$ cat config.mk
export PLATFORM = sky130hd
export DESIGN_NAME = ifetch_xlate
export DESIGN_NICKNAME = d
export VERILOG_FILES = /design/src/hw/immu_pkg.sv /design/src/hw/tlb_ram.sv /design/src/hw/immu_msr_port.sv /design/src/hw/immu.sv /design/src/hw/ifetch_xlate.sv
export VERILOG_INCLUDE_DIRS = /design/src /design/src/hw
export SDC_FILE = /design/constraint.sdc
export NUM_CORES = 2
export LEC_CHECK = 0
export ABC_AREA = 1
export BUFFER_PORTS_ARGS = -buffer_cell sky130_fd_sc_hd__buf_4
export CORE_MARGIN = 3
export CORE_UTILIZATION = 62
export DETAILED_ROUTE_END_ITERATION = 8
export HOLD_SLACK_MARGIN = 0.02
export PLACE_DENSITY_LB_ADDON = 0.15
export SYNTH_ARGS = -nofsm -noshare
export SYNTH_HDL_FRONTEND = slang
export SYNTH_HIERARCHICAL = 1
export SYNTH_SLANG_ARGS = --single-unit
export TNS_END_PERCENT = 1
$ cat constraint.sdc
create_clock -name clk -period 7.55 [get_ports clk]
set_clock_uncertainty 0.2 [all_clocks]
set_input_delay 1.1325 -clock clk [delete_from_list [all_inputs] [get_ports clk]]
set_output_delay 1.1325 -clock clk [all_outputs]
set_load 0.03 [all_outputs]
$ cat src/hw/immu_consts.svh
// Instruction MMU constants
`ifndef IMMU_CONSTS_SVH
`define IMMU_CONSTS_SVH

// Virtual and physical address width
`define IMMU_AW 32

// MSR and TLB word width
`define IMMU_DW 32

// Log2 of the page size
`define IMMU_PAGE_SHIFT 12

// Log2 of the number of TLB sets
`define IMMU_TLB_SET_BITS 6

// MSR address width
`define IMMU_MSR_AW 12

// MSR map
`define IMMU_MSR_PSR 12'h000
`define IMMU_MSR_IMMID 12'h004
// TLB windows, each aligned to the set count
`define IMMU_MSR_TLBL_BASE 12'h200
`define IMMU_MSR_TLBH_BASE 12'h280

`endif

$ cat src/hw/immu_pkg.sv
// Instruction MMU types
`default_nettype none

`include "immu_consts.svh"

package immu_pkg;

   // Page numbers
   typedef logic [`IMMU_AW-`IMMU_PAGE_SHIFT-1:0] vpn_t;
   typedef logic [`IMMU_AW-`IMMU_PAGE_SHIFT-1:0] ppn_t;

   // TLB set index
   typedef logic [`IMMU_TLB_SET_BITS-1:0] tlb_idx_t;

   // MSR bus fields
   typedef logic [`IMMU_MSR_AW-1:0] msr_addr_t;
   typedef logic [`IMMU_DW-1:0] msr_data_t;

   // Lower TLB half, tag and valid
   typedef struct packed {
      vpn_t vpn;
      logic [10:0] rsvd;
      logic v;
   } tlb_lo_t;

   // Higher TLB half, PPN and permissions
   typedef struct packed {
      ppn_t ppn;
      logic [2:0] rsvd_hi;
      logic s;
      logic [2:0] rsvd_mid;
      logic rx;
      logic ux;
      logic [1:0] rsvd_lo;
      logic p;
   } tlb_hi_t;

   // Fetch side request and response
   typedef struct packed {
      vpn_t vpn;
   } xlate_req_t;

   typedef struct packed {
      ppn_t ppn;
      logic itlb_miss;
      logic page_fault;
   } xlate_rsp_t;

   // One MSR write
   typedef struct packed {
      msr_addr_t addr;
      msr_data_t data;
   } msr_wr_t;

   // PSR bits seen by the MMU, imme in bit 0
   typedef struct packed {
      logic rm;
      logic imme;
   } psr_t;

   // Write to one TLB half
   typedef struct packed {
      tlb_idx_t idx;
      msr_data_t data;
   } tlb_wr_t;

endpackage

`default_nettype wire

$ cat src/hw/tlb_ram.sv
// TLB register file
`default_nettype none

module tlb_ram
#(
   parameter int data_width = 32,
   parameter int addr_width = 6
)
(
   input  logic                  clk,
   // Read port
   input  logic                  re,
   input  logic [addr_width-1:0] raddr,
   output logic [data_width-1:0] rdata,
   // Write port
   input  logic                  we,
   input  logic [addr_width-1:0] waddr,
   input  logic [data_width-1:0] wdata
);

   // Storage array
   logic [data_width-1:0] mem [2**addr_width];

   // Write at the edge
   always_ff @(posedge clk)
   begin
      if (we)
         mem[waddr] <= wdata;
   end

   // Registered read
   // Same edge write is not seen until the next read
   always_ff @(posedge clk)
   begin
      if (re)
         rdata <= mem[raddr];
   end

   // Read data holds while re is low

   // Write control must be known
   a_we_known: assert property (
      @(posedge clk) !$isunknown(we)
   ) else $error("tlb_ram we is unknown");

   // Write address must be known when writing
   a_waddr_known: assert property (
      @(posedge clk) we |-> !$isunknown(waddr)
   ) else $error("tlb_ram waddr is unknown during write");

endmodule

`default_nettype wire

$ cat src/hw/immu_msr_port.sv
// Instruction MMU MSR port
`default_nettype none

`include "immu_consts.svh"

module immu_msr_port
(
   input  logic                clk,
   input  logic                reset,
   // MSR write bus
   input  logic                msr_we,
   input  immu_pkg::msr_wr_t   msr_wr,
   // MSR read port
   input  immu_pkg::msr_addr_t msr_raddr,
   output immu_pkg::msr_data_t msr_rdata,
   // PSR bits toward the MMU
   output immu_pkg::psr_t      psr,
   // Lower TLB half write
   output logic                tlbl_we,
   output immu_pkg::tlb_wr_t   tlbl_wr,
   // Higher TLB half write
   output logic                tlbh_we,
   output immu_pkg::tlb_wr_t   tlbh_wr
);

   // Write address with the entry bits cleared
   immu_pkg::msr_addr_t win_base;
   // Decoded write targets
   logic psr_hit;
   logic tlbl_hit;
   logic tlbh_hit;

   assign win_base = {msr_wr.addr[`IMMU_MSR_AW-1:`IMMU_TLB_SET_BITS],
                      {`IMMU_TLB_SET_BITS{1'b0}}};

   // PSR is one address
   assign psr_hit = msr_we && (msr_wr.addr == `IMMU_MSR_PSR);

   // TLB windows cover one entry per set
   assign tlbl_hit = msr_we && (win_base == `IMMU_MSR_TLBL_BASE);
   assign tlbh_hit = msr_we && (win_base == `IMMU_MSR_TLBH_BASE);

   // PSR register
   // Cleared on reset so translation starts off
   always_ff @(posedge clk)
   begin
      if (reset)
         psr <= '0;
      else if (psr_hit)
         psr <= immu_pkg::psr_t'(msr_wr.data[1:0]);
   end

   // TLB writes go straight through
   // The RAM takes them at the same edge
   assign tlbl_we = tlbl_hit;
   assign tlbh_we = tlbh_hit;

   // Entry index from the low address bits
   assign tlbl_wr.idx = msr_wr.addr[`IMMU_TLB_SET_BITS-1:0];
   assign tlbh_wr.idx = msr_wr.addr[`IMMU_TLB_SET_BITS-1:0];

   // Both halves share the write data
   assign tlbl_wr.data = msr_wr.data;
   assign tlbh_wr.data = msr_wr.data;

   // Read mux
   always_comb
   begin
      msr_rdata = '0;
      case (msr_raddr)
         `IMMU_MSR_PSR:
         begin
            msr_rdata[1:0] = psr;
         end
         `IMMU_MSR_IMMID:
         begin
            // Log2 of the set count
            msr_rdata = immu_pkg::msr_data_t'(`IMMU_TLB_SET_BITS);
         end
         default:
         begin
            msr_rdata = '0;
         end
      endcase
   end

   // Write strobe must be known
   a_msr_we_known: assert property (
      @(posedge clk) disable iff (reset)
      !$isunknown(msr_we)
   ) else $error("msr_we is unknown");

   // Write address must be known when writing
   a_msr_addr_known: assert property (
      @(posedge clk) disable iff (reset)
      msr_we |-> !$isunknown(msr_wr.addr)
   ) else $error("msr_wr.addr is unknown during write");

endmodule

`default_nettype wire

$ cat src/hw/immu.sv
// Instruction translation core
`default_nettype none

`include "immu_consts.svh"

module immu
(
   input  logic                 clk,
   input  logic                 reset,
   // Fetch request
   input  logic                 req_valid,
   input  immu_pkg::xlate_req_t req,
   // PSR bits
   input  immu_pkg::psr_t       psr,
   // TLB fill from the MSR port
   input  logic                 tlbl_we,
   input  immu_pkg::tlb_wr_t    tlbl_wr,
   input  logic                 tlbh_we,
   input  immu_pkg::tlb_wr_t    tlbh_wr,
   // Fetch response
   output logic                 rsp_valid,
   output immu_pkg::xlate_rsp_t rsp
);

   // Set index of the incoming request
   immu_pkg::tlb_idx_t req_idx;
   // Request state held for the response cycle
   immu_pkg::vpn_t     vpn_q;
   immu_pkg::psr_t     psr_q;
   // Entry read from both halves
   immu_pkg::tlb_lo_t  tlb_lo;
   immu_pkg::tlb_hi_t  tlb_hi;
   // Lookup results
   logic               tag_hit;
   logic               perm_denied;

   // Direct mapped by the low VPN bits
   assign req_idx = req.vpn[`IMMU_TLB_SET_BITS-1:0];

   // Response strobe and PSR snapshot
   always_ff @(posedge clk)
   begin
      if (reset)
      begin
         rsp_valid <= 1'b0;
         psr_q <= '0;
      end
      else
      begin
         rsp_valid <= req_valid;
         if (req_valid)
            psr_q <= psr;
      end
   end

   // VPN of the pending lookup
   always_ff @(posedge clk)
   begin
      if (req_valid)
         vpn_q <= req.vpn;
   end

   // Lower half with valid and tag
   tlb_ram
   #(
      .data_width (`IMMU_DW),
      .addr_width (`IMMU_TLB_SET_BITS)
   )
   u_tlb_lo
   (
      .clk   (clk),
      .re    (req_valid),
      .raddr (req_idx),
      .rdata (tlb_lo),
      .we    (tlbl_we),
      .waddr (tlbl_wr.idx),
      .wdata (tlbl_wr.data)
   );

   // Higher half with PPN and permissions
   tlb_ram
   #(
      .data_width (`IMMU_DW),
      .addr_width (`IMMU_TLB_SET_BITS)
   )
   u_tlb_hi
   (
      .clk   (clk),
      .re    (req_valid),
      .raddr (req_idx),
      .rdata (tlb_hi),
      .we    (tlbh_we),
      .waddr (tlbh_wr.idx),
      .wdata (tlbh_wr.data)
   );

   // Full VPN kept as the tag
   assign tag_hit = tlb_lo.v && (tlb_lo.vpn == vpn_q);

   // Root mode needs rx and user mode needs ux
   assign perm_denied = (psr_q.rm & ~tlb_hi.rx) | (~psr_q.rm & ~tlb_hi.ux);

   // Flags only with translation on
   assign rsp.itlb_miss = psr_q.imme & ~tag_hit;
   assign rsp.page_fault = psr_q.imme & tag_hit & perm_denied;

   // Identity mapping when translation is off
   assign rsp.ppn = psr_q.imme ? tlb_hi.ppn : vpn_q;

   // Request strobe must be known
   a_req_valid_known: assert property (
      @(posedge clk) disable iff (reset)
      !$isunknown(req_valid)
   ) else $error("req_valid is unknown");

   // Looked up VPN must be known
   a_req_known: assert property (
      @(posedge clk) disable iff (reset)
      req_valid |-> !$isunknown(req)
   ) else $error("req is unknown while req_valid is high");

endmodule

`default_nettype wire

$ cat src/hw/ifetch_xlate.sv
// Instruction fetch translation top
`default_nettype none

module ifetch_xlate
(
   input  logic                 clk,
   input  logic                 reset,
   // Fetch request and response
   input  logic                 req_valid,
   input  immu_pkg::xlate_req_t req,
   output logic                 rsp_valid,
   output immu_pkg::xlate_rsp_t rsp,
   // MSR bus
   input  logic                 msr_we,
   input  immu_pkg::msr_wr_t    msr_wr,
   input  immu_pkg::msr_addr_t  msr_raddr,
   output immu_pkg::msr_data_t  msr_rdata
);

   // PSR bits to the core
   immu_pkg::psr_t    psr;
   // TLB fill paths
   logic              tlbl_we;
   immu_pkg::tlb_wr_t tlbl_wr;
   logic              tlbh_we;
   immu_pkg::tlb_wr_t tlbh_wr;

   // MSR decode and PSR
   immu_msr_port u_msr
   (
      .clk       (clk),
      .reset     (reset),
      .msr_we    (msr_we),
      .msr_wr    (msr_wr),
      .msr_raddr (msr_raddr),
      .msr_rdata (msr_rdata),
      .psr       (psr),
      .tlbl_we   (tlbl_we),
      .tlbl_wr   (tlbl_wr),
      .tlbh_we   (tlbh_we),
      .tlbh_wr   (tlbh_wr)
   );

   // Lookup core
   immu u_immu
   (
      .clk       (clk),
      .reset     (reset),
      .req_valid (req_valid),
      .req       (req),
      .psr       (psr),
      .tlbl_we   (tlbl_we),
      .tlbl_wr   (tlbl_wr),
      .tlbh_we   (tlbh_we),
      .tlbh_wr   (tlbh_wr),
      .rsp_valid (rsp_valid),
      .rsp       (rsp)
   );

endmodule

`default_nettype wire

## After elaboration in Yosys (flattened, before gate mapping)

Memory sizes are Yosys's and may differ from the RTL's. A register that Yosys moved wholly into a read port is not among the register bits.
Index checks and enable logic that the tools add are counted.

- Bits in registers: 25
- Bits in writable memories: 4,096
- Bits of input ports: 80
- Output and inout port bits: 55
- Word-level logic and storage cells: 35
- Memories: 2

- Equal/unequal tests: 4
- Mux-type cells: 7
- Bitwise gates (word level): 10
- Reduce and logical (&&, ||, !) cells: 6

Memory list:

| memory | words | width | read ports | clocked after memory_dff | write ports | line | RTL |
|---|---|---|---|---|---|---|---|
| u_immu.u_tlb_hi.mem | 64 | 32 | 1 | 1 | 1 | tlb_ram.sv:22 | `logic [data_width-1:0] mem [2**addr_width];` |
| u_immu.u_tlb_lo.mem | 64 | 32 | 1 | 1 | 1 | tlb_ram.sv:22 |  |

Operators by type and width:

| operator | number |
|---|---|
| zero test 12 bit | 2 |
| equality test 20 bit | 1 |
| 2-to-1 mux 20 bit | 1 |
| equality test 12 x 3 -> 1 bit, second input constant | 1 |
| equality test 6 x 4 -> 1 bit, second input constant | 2 |
| bitwise AND 1 bit | 5 |
| 2-to-1 mux 1 bit | 5 |
| logical AND 1 bit | 4 |
| inverter 1 bit | 4 |
| case mux 2 bit (2 select lines) | 1 |
| bitwise OR 1 bit | 1 |

## Depth between registers and ports, before layout

- Depth after elaboration: 4
- Gate-level depth with buffers: 13
- Mapped depth without buffers: 9

## By module

Netlist, hierarchy kept.

Modules (own cells, without submodules):

| module | times used | cells each | area an instance (sq um) | seq. area each (sq um) |
|---|---|---|---|---|
| tlb_ram | 2 | 6,769 | 83,058.4 | 62,459.9 |
| immu | 1 | 189 | 1,337.5 | 660.6 |
| immu_msr_port | 1 | 158 | 1,056.0 | 40.0 |

## Worst setup path before layout

OpenSTA, ideal clock, no wires.

- Kind: input-to-reg
- Start point: input msr_wr[39] (netlist name)
- End point: memory u_immu.u_tlb_lo.mem[48][0], enable pin
- Data arrival time: 5,062 ps
- Data required time: 6,848 ps
- Slack: 1,785 ps
- Stages: 6
- Cells stage by stage: nor2_1 nand2_2 nor2_1 clkbuf_1 nand4_1 nor4_1

- Cells in the longest elaborated chain, start to end: 4

Ends and longest elaborated chain:

| what | line | RTL |
|---|---|---|
| start: declaration | ifetch_xlate.sv:15 | `input immu_pkg::msr_wr_t msr_wr,` |
| equality test 6 x 4 -> 1 bit (no line) | n/a |  |
| logical AND 1 bit | immu_msr_port.sv:40 | `` assign tlbl_hit = msr_we && (win_base == `IMMU_MSR_TLBL_BASE); `` |
| via tlbl_we | ifetch_xlate.sv:23 | `logic tlbl_we;` |
| 2-to-1 mux 1 bit | tlb_ram.sv:27 | `if (we)` |
| 2-to-1 mux 1 bit (not written as such) | tlb_ram.sv:28 | `mem[waddr] <= wdata;` |
| end: declaration | tlb_ram.sv:22 |  |

The timed path passes the listed nets, and every way through them passes these cells.

==> run_results.csv <==
group,metric,value,unit
status,outcome,"finished clean",
sta,whs,0.166,ns
critical_path,cp_num_buf_inv,3,
critical_path,critical-path-max-stage-delay,0.88,ns
routing,vias,75200,
critical_path,r2r_slack,5.44,ns
critical_path,critPathLaunchType,"input port",
floorplan,fp-row-count,157,
sta,slew_headroom,0.0925,
cts,cts_tree,"built",
layout,area_delta_synth_final,8.65,%
flow_run,drv_cap,0,
floorplan,dieWidth,438,µm
critical_path,crit_cells,11,
sta,period_share,0.573,
global_route,grt_pass1_vias,70100,
cts,clockBufferDepth,4,
floorplan,io_pins,135,
routing,via_per_inst,6.23,
critical_path,criticalPathCategory,"in -> reg",
critical_path,timing.rr.start,"u_immu/u_tlb_lo/mem[41][28]$_DFFE_PP_",
power_and_ir_drop,ir_drop,207,µV
critical_path,setup.worst_path.end,"u_immu/u_tlb_hi/rdata[31]$_DFFE_PP_",
routing,drt-initial-drc-count,10200,
placed_design,numPortBuffers,97,
layout,num-nets-final,9482,
logic_synthesis,netlist_area,0.115,mm²
sta,maxSlewViolCount,0,
cts,cts_made_buffers,294,
routing,firstDrtPassIters,6,
placed_design,dp_hpwl,161000,µm
global_route,grt_pass1_wl,445000,µm
floorplan,dieArea,0.191,mm²
critical_path,cp-end-kind,"register",
critical_path,crit_start,"req[0]",
layout,final_area,0.125,mm²
cts,clkTransAtPathRegs,0.06,ns
sta,setup_violations,0,
critical_path,arrival,4.91,ns
worst_hold_path,hp-class,"in -> reg",
cts,post_cts_buffers,0,
routing,wl_per_cell,25.2,µm
global_route,grt_max_degree,206,
placed_design,dpl_cell_area,0.117,mm²
layout,drive_above_1_share,0.0841,
critical_path,path_cells,"buf_8 > buf_4 > buf_4 > nand2_1 > nand3_1 > nand3_1 > nand3_1 > nand3_1 > nand2_1 > nand2_1 > nand2_1",
sta,tns,0,ns
floorplan,initial_utilization,0.627,
routing,totalWireLength,304000,µm
cts,clk_latency,0.94,ns
sta,finalHoldViolations,0,
global_route,grt.total_usage,0.314,
floorplan,die_h,438,µm
critical_path,r2r_cells,8,
cts,clock-root-buffer,"clkbuf_16",
floorplan,core_region_area,0.184,mm²
sta,period_needed,4.33,ns
cts,cts.sinks,2820,
routing,antenna_left,0,
critical_path,critPathMaxFanout,106,
sta,grt_setup_unrepaired,"no",
placed_design,routabilityCongestion,0.913,
cts,cts_repair_resize_count,0,
routing,drc_errors,0,
power_and_ir_drop,p_leak,44.3,nW
sta,tightest_slew,1.36,ns
logic_synthesis,synth_warnings,6,
critical_path,cp_top_family,"buffers and inverters",
sta,fmax,231,MHz
global_route,antenna_found_initial,5,
global_route,overflow,0,
placed_design,place_ws,2.51,ns
logic_synthesis,synthCells,9750,
power_and_ir_drop,powerDensity,261,mW/mm²
critical_path,critPathSlowestCell,"buf_4",
critical_path,rr_endpoint,"u_immu/u_tlb_lo/rdata[28]$_DFFE_PP_",
sta,fin_ws,3.22,ns
logic_synthesis,avgSynthCellArea,11.8,µm²
cts,ctsHoldBuffers,0,
critical_path,required,8.13,ns
cts,htree_levels,5,
state kept, by name, summed over array words and instances, names as in the netlist:
name,cells
u_immu/u_tlb_hi/mem,1408
u_msr/psr,2
u_immu/u_tlb_hi/rdata,22
u_immu/rsp_valid,1
u_immu/u_tlb_lo/rdata,21
u_immu/vpn_q,20
u_immu/u_tlb_lo/mem,1344
u_immu/psr_q,2
cell type report:
class	instances	area, µm²
antenna	4	10.0
clock buffer	379	7920
clock inverter	118	948
fill	12700	58600
inverter	70	323
multi-input combinational	5927	26100
sequential	2820	84600
tap	2464	3080
timing repair buffer	289	2410
where the power goes:
group	switching (mW)	internal, mW	total [mW]	leakage, nW
Clock	5.66	7.87	13.5	4.33
Sequential	0.0294	17.3	17.3	25.4
Combinational	1.50	0.431	1.93	14.6
how the worst min path moves through the flow:
stage                         startpoint                            to  depth (start not counted)
2_1_floorplan  u_msr/psr[0]$_SDFFE_PP0P_  u_immu/psr_q[0]$_SDFFE_PP0P_                          2
3_3_place_gp   u_msr/psr[0]$_SDFFE_PP0P_  u_immu/psr_q[0]$_SDFFE_PP0P_                          2
3_5_place_dp   u_msr/psr[0]$_SDFFE_PP0P_  u_immu/psr_q[0]$_SDFFE_PP0P_                          2
4_1_cts                           req[6]     u_immu/vpn_q[6]$_DFFE_PP_                          1
5_1_grt                           req[6]     u_immu/vpn_q[6]$_DFFE_PP_                          1
6_report                          req[6]     u_immu/vpn_q[6]$_DFFE_PP_                          1
placed cells by master (no fill, tap or decap), drive strengths merged, types with 18 or more instances in the layout:
cell    count
nand2    3110
edfxtp   2815
nand3    2573
clkbuf    379
buf       289
nor2      147
clkinv     95
inv        72
conb       29
o21ai      20
nand4      18
per-layer routing:
layer	GRT usage	vias to the layer above	wire [µm]
met5	0	-	12
met1	0.440	36600	114000
li1	-	33400	-
met4	0.155	2	16100
met3	0.0663	740	36100
met2	0.472	4514	139000
worst register-to-register path, cell delays in order (launching register included):
cell      delay, ns
edfxtp_1       0.36
nand2_1        0.08
nand3_1        0.10
nand3_1        0.15
nand3_1        0.20
nand3_1        0.36
nand2_1        0.25
nand2_1        0.11
nand2_1        0.07
through the flow:
stage	util	std cells	total power, mW
5_1_grt	0.681	12100	33.7
2_1_floorplan	-	9778	18.9
3_5_place_dp	0.633	11600	19.5
3_3_place_gp	0.633	11600	19.5
6_report	0.681	12100	32.8
4_1_cts	0.681	12100	32.9
Note: power is estimated with default switching activity, not from simulation.
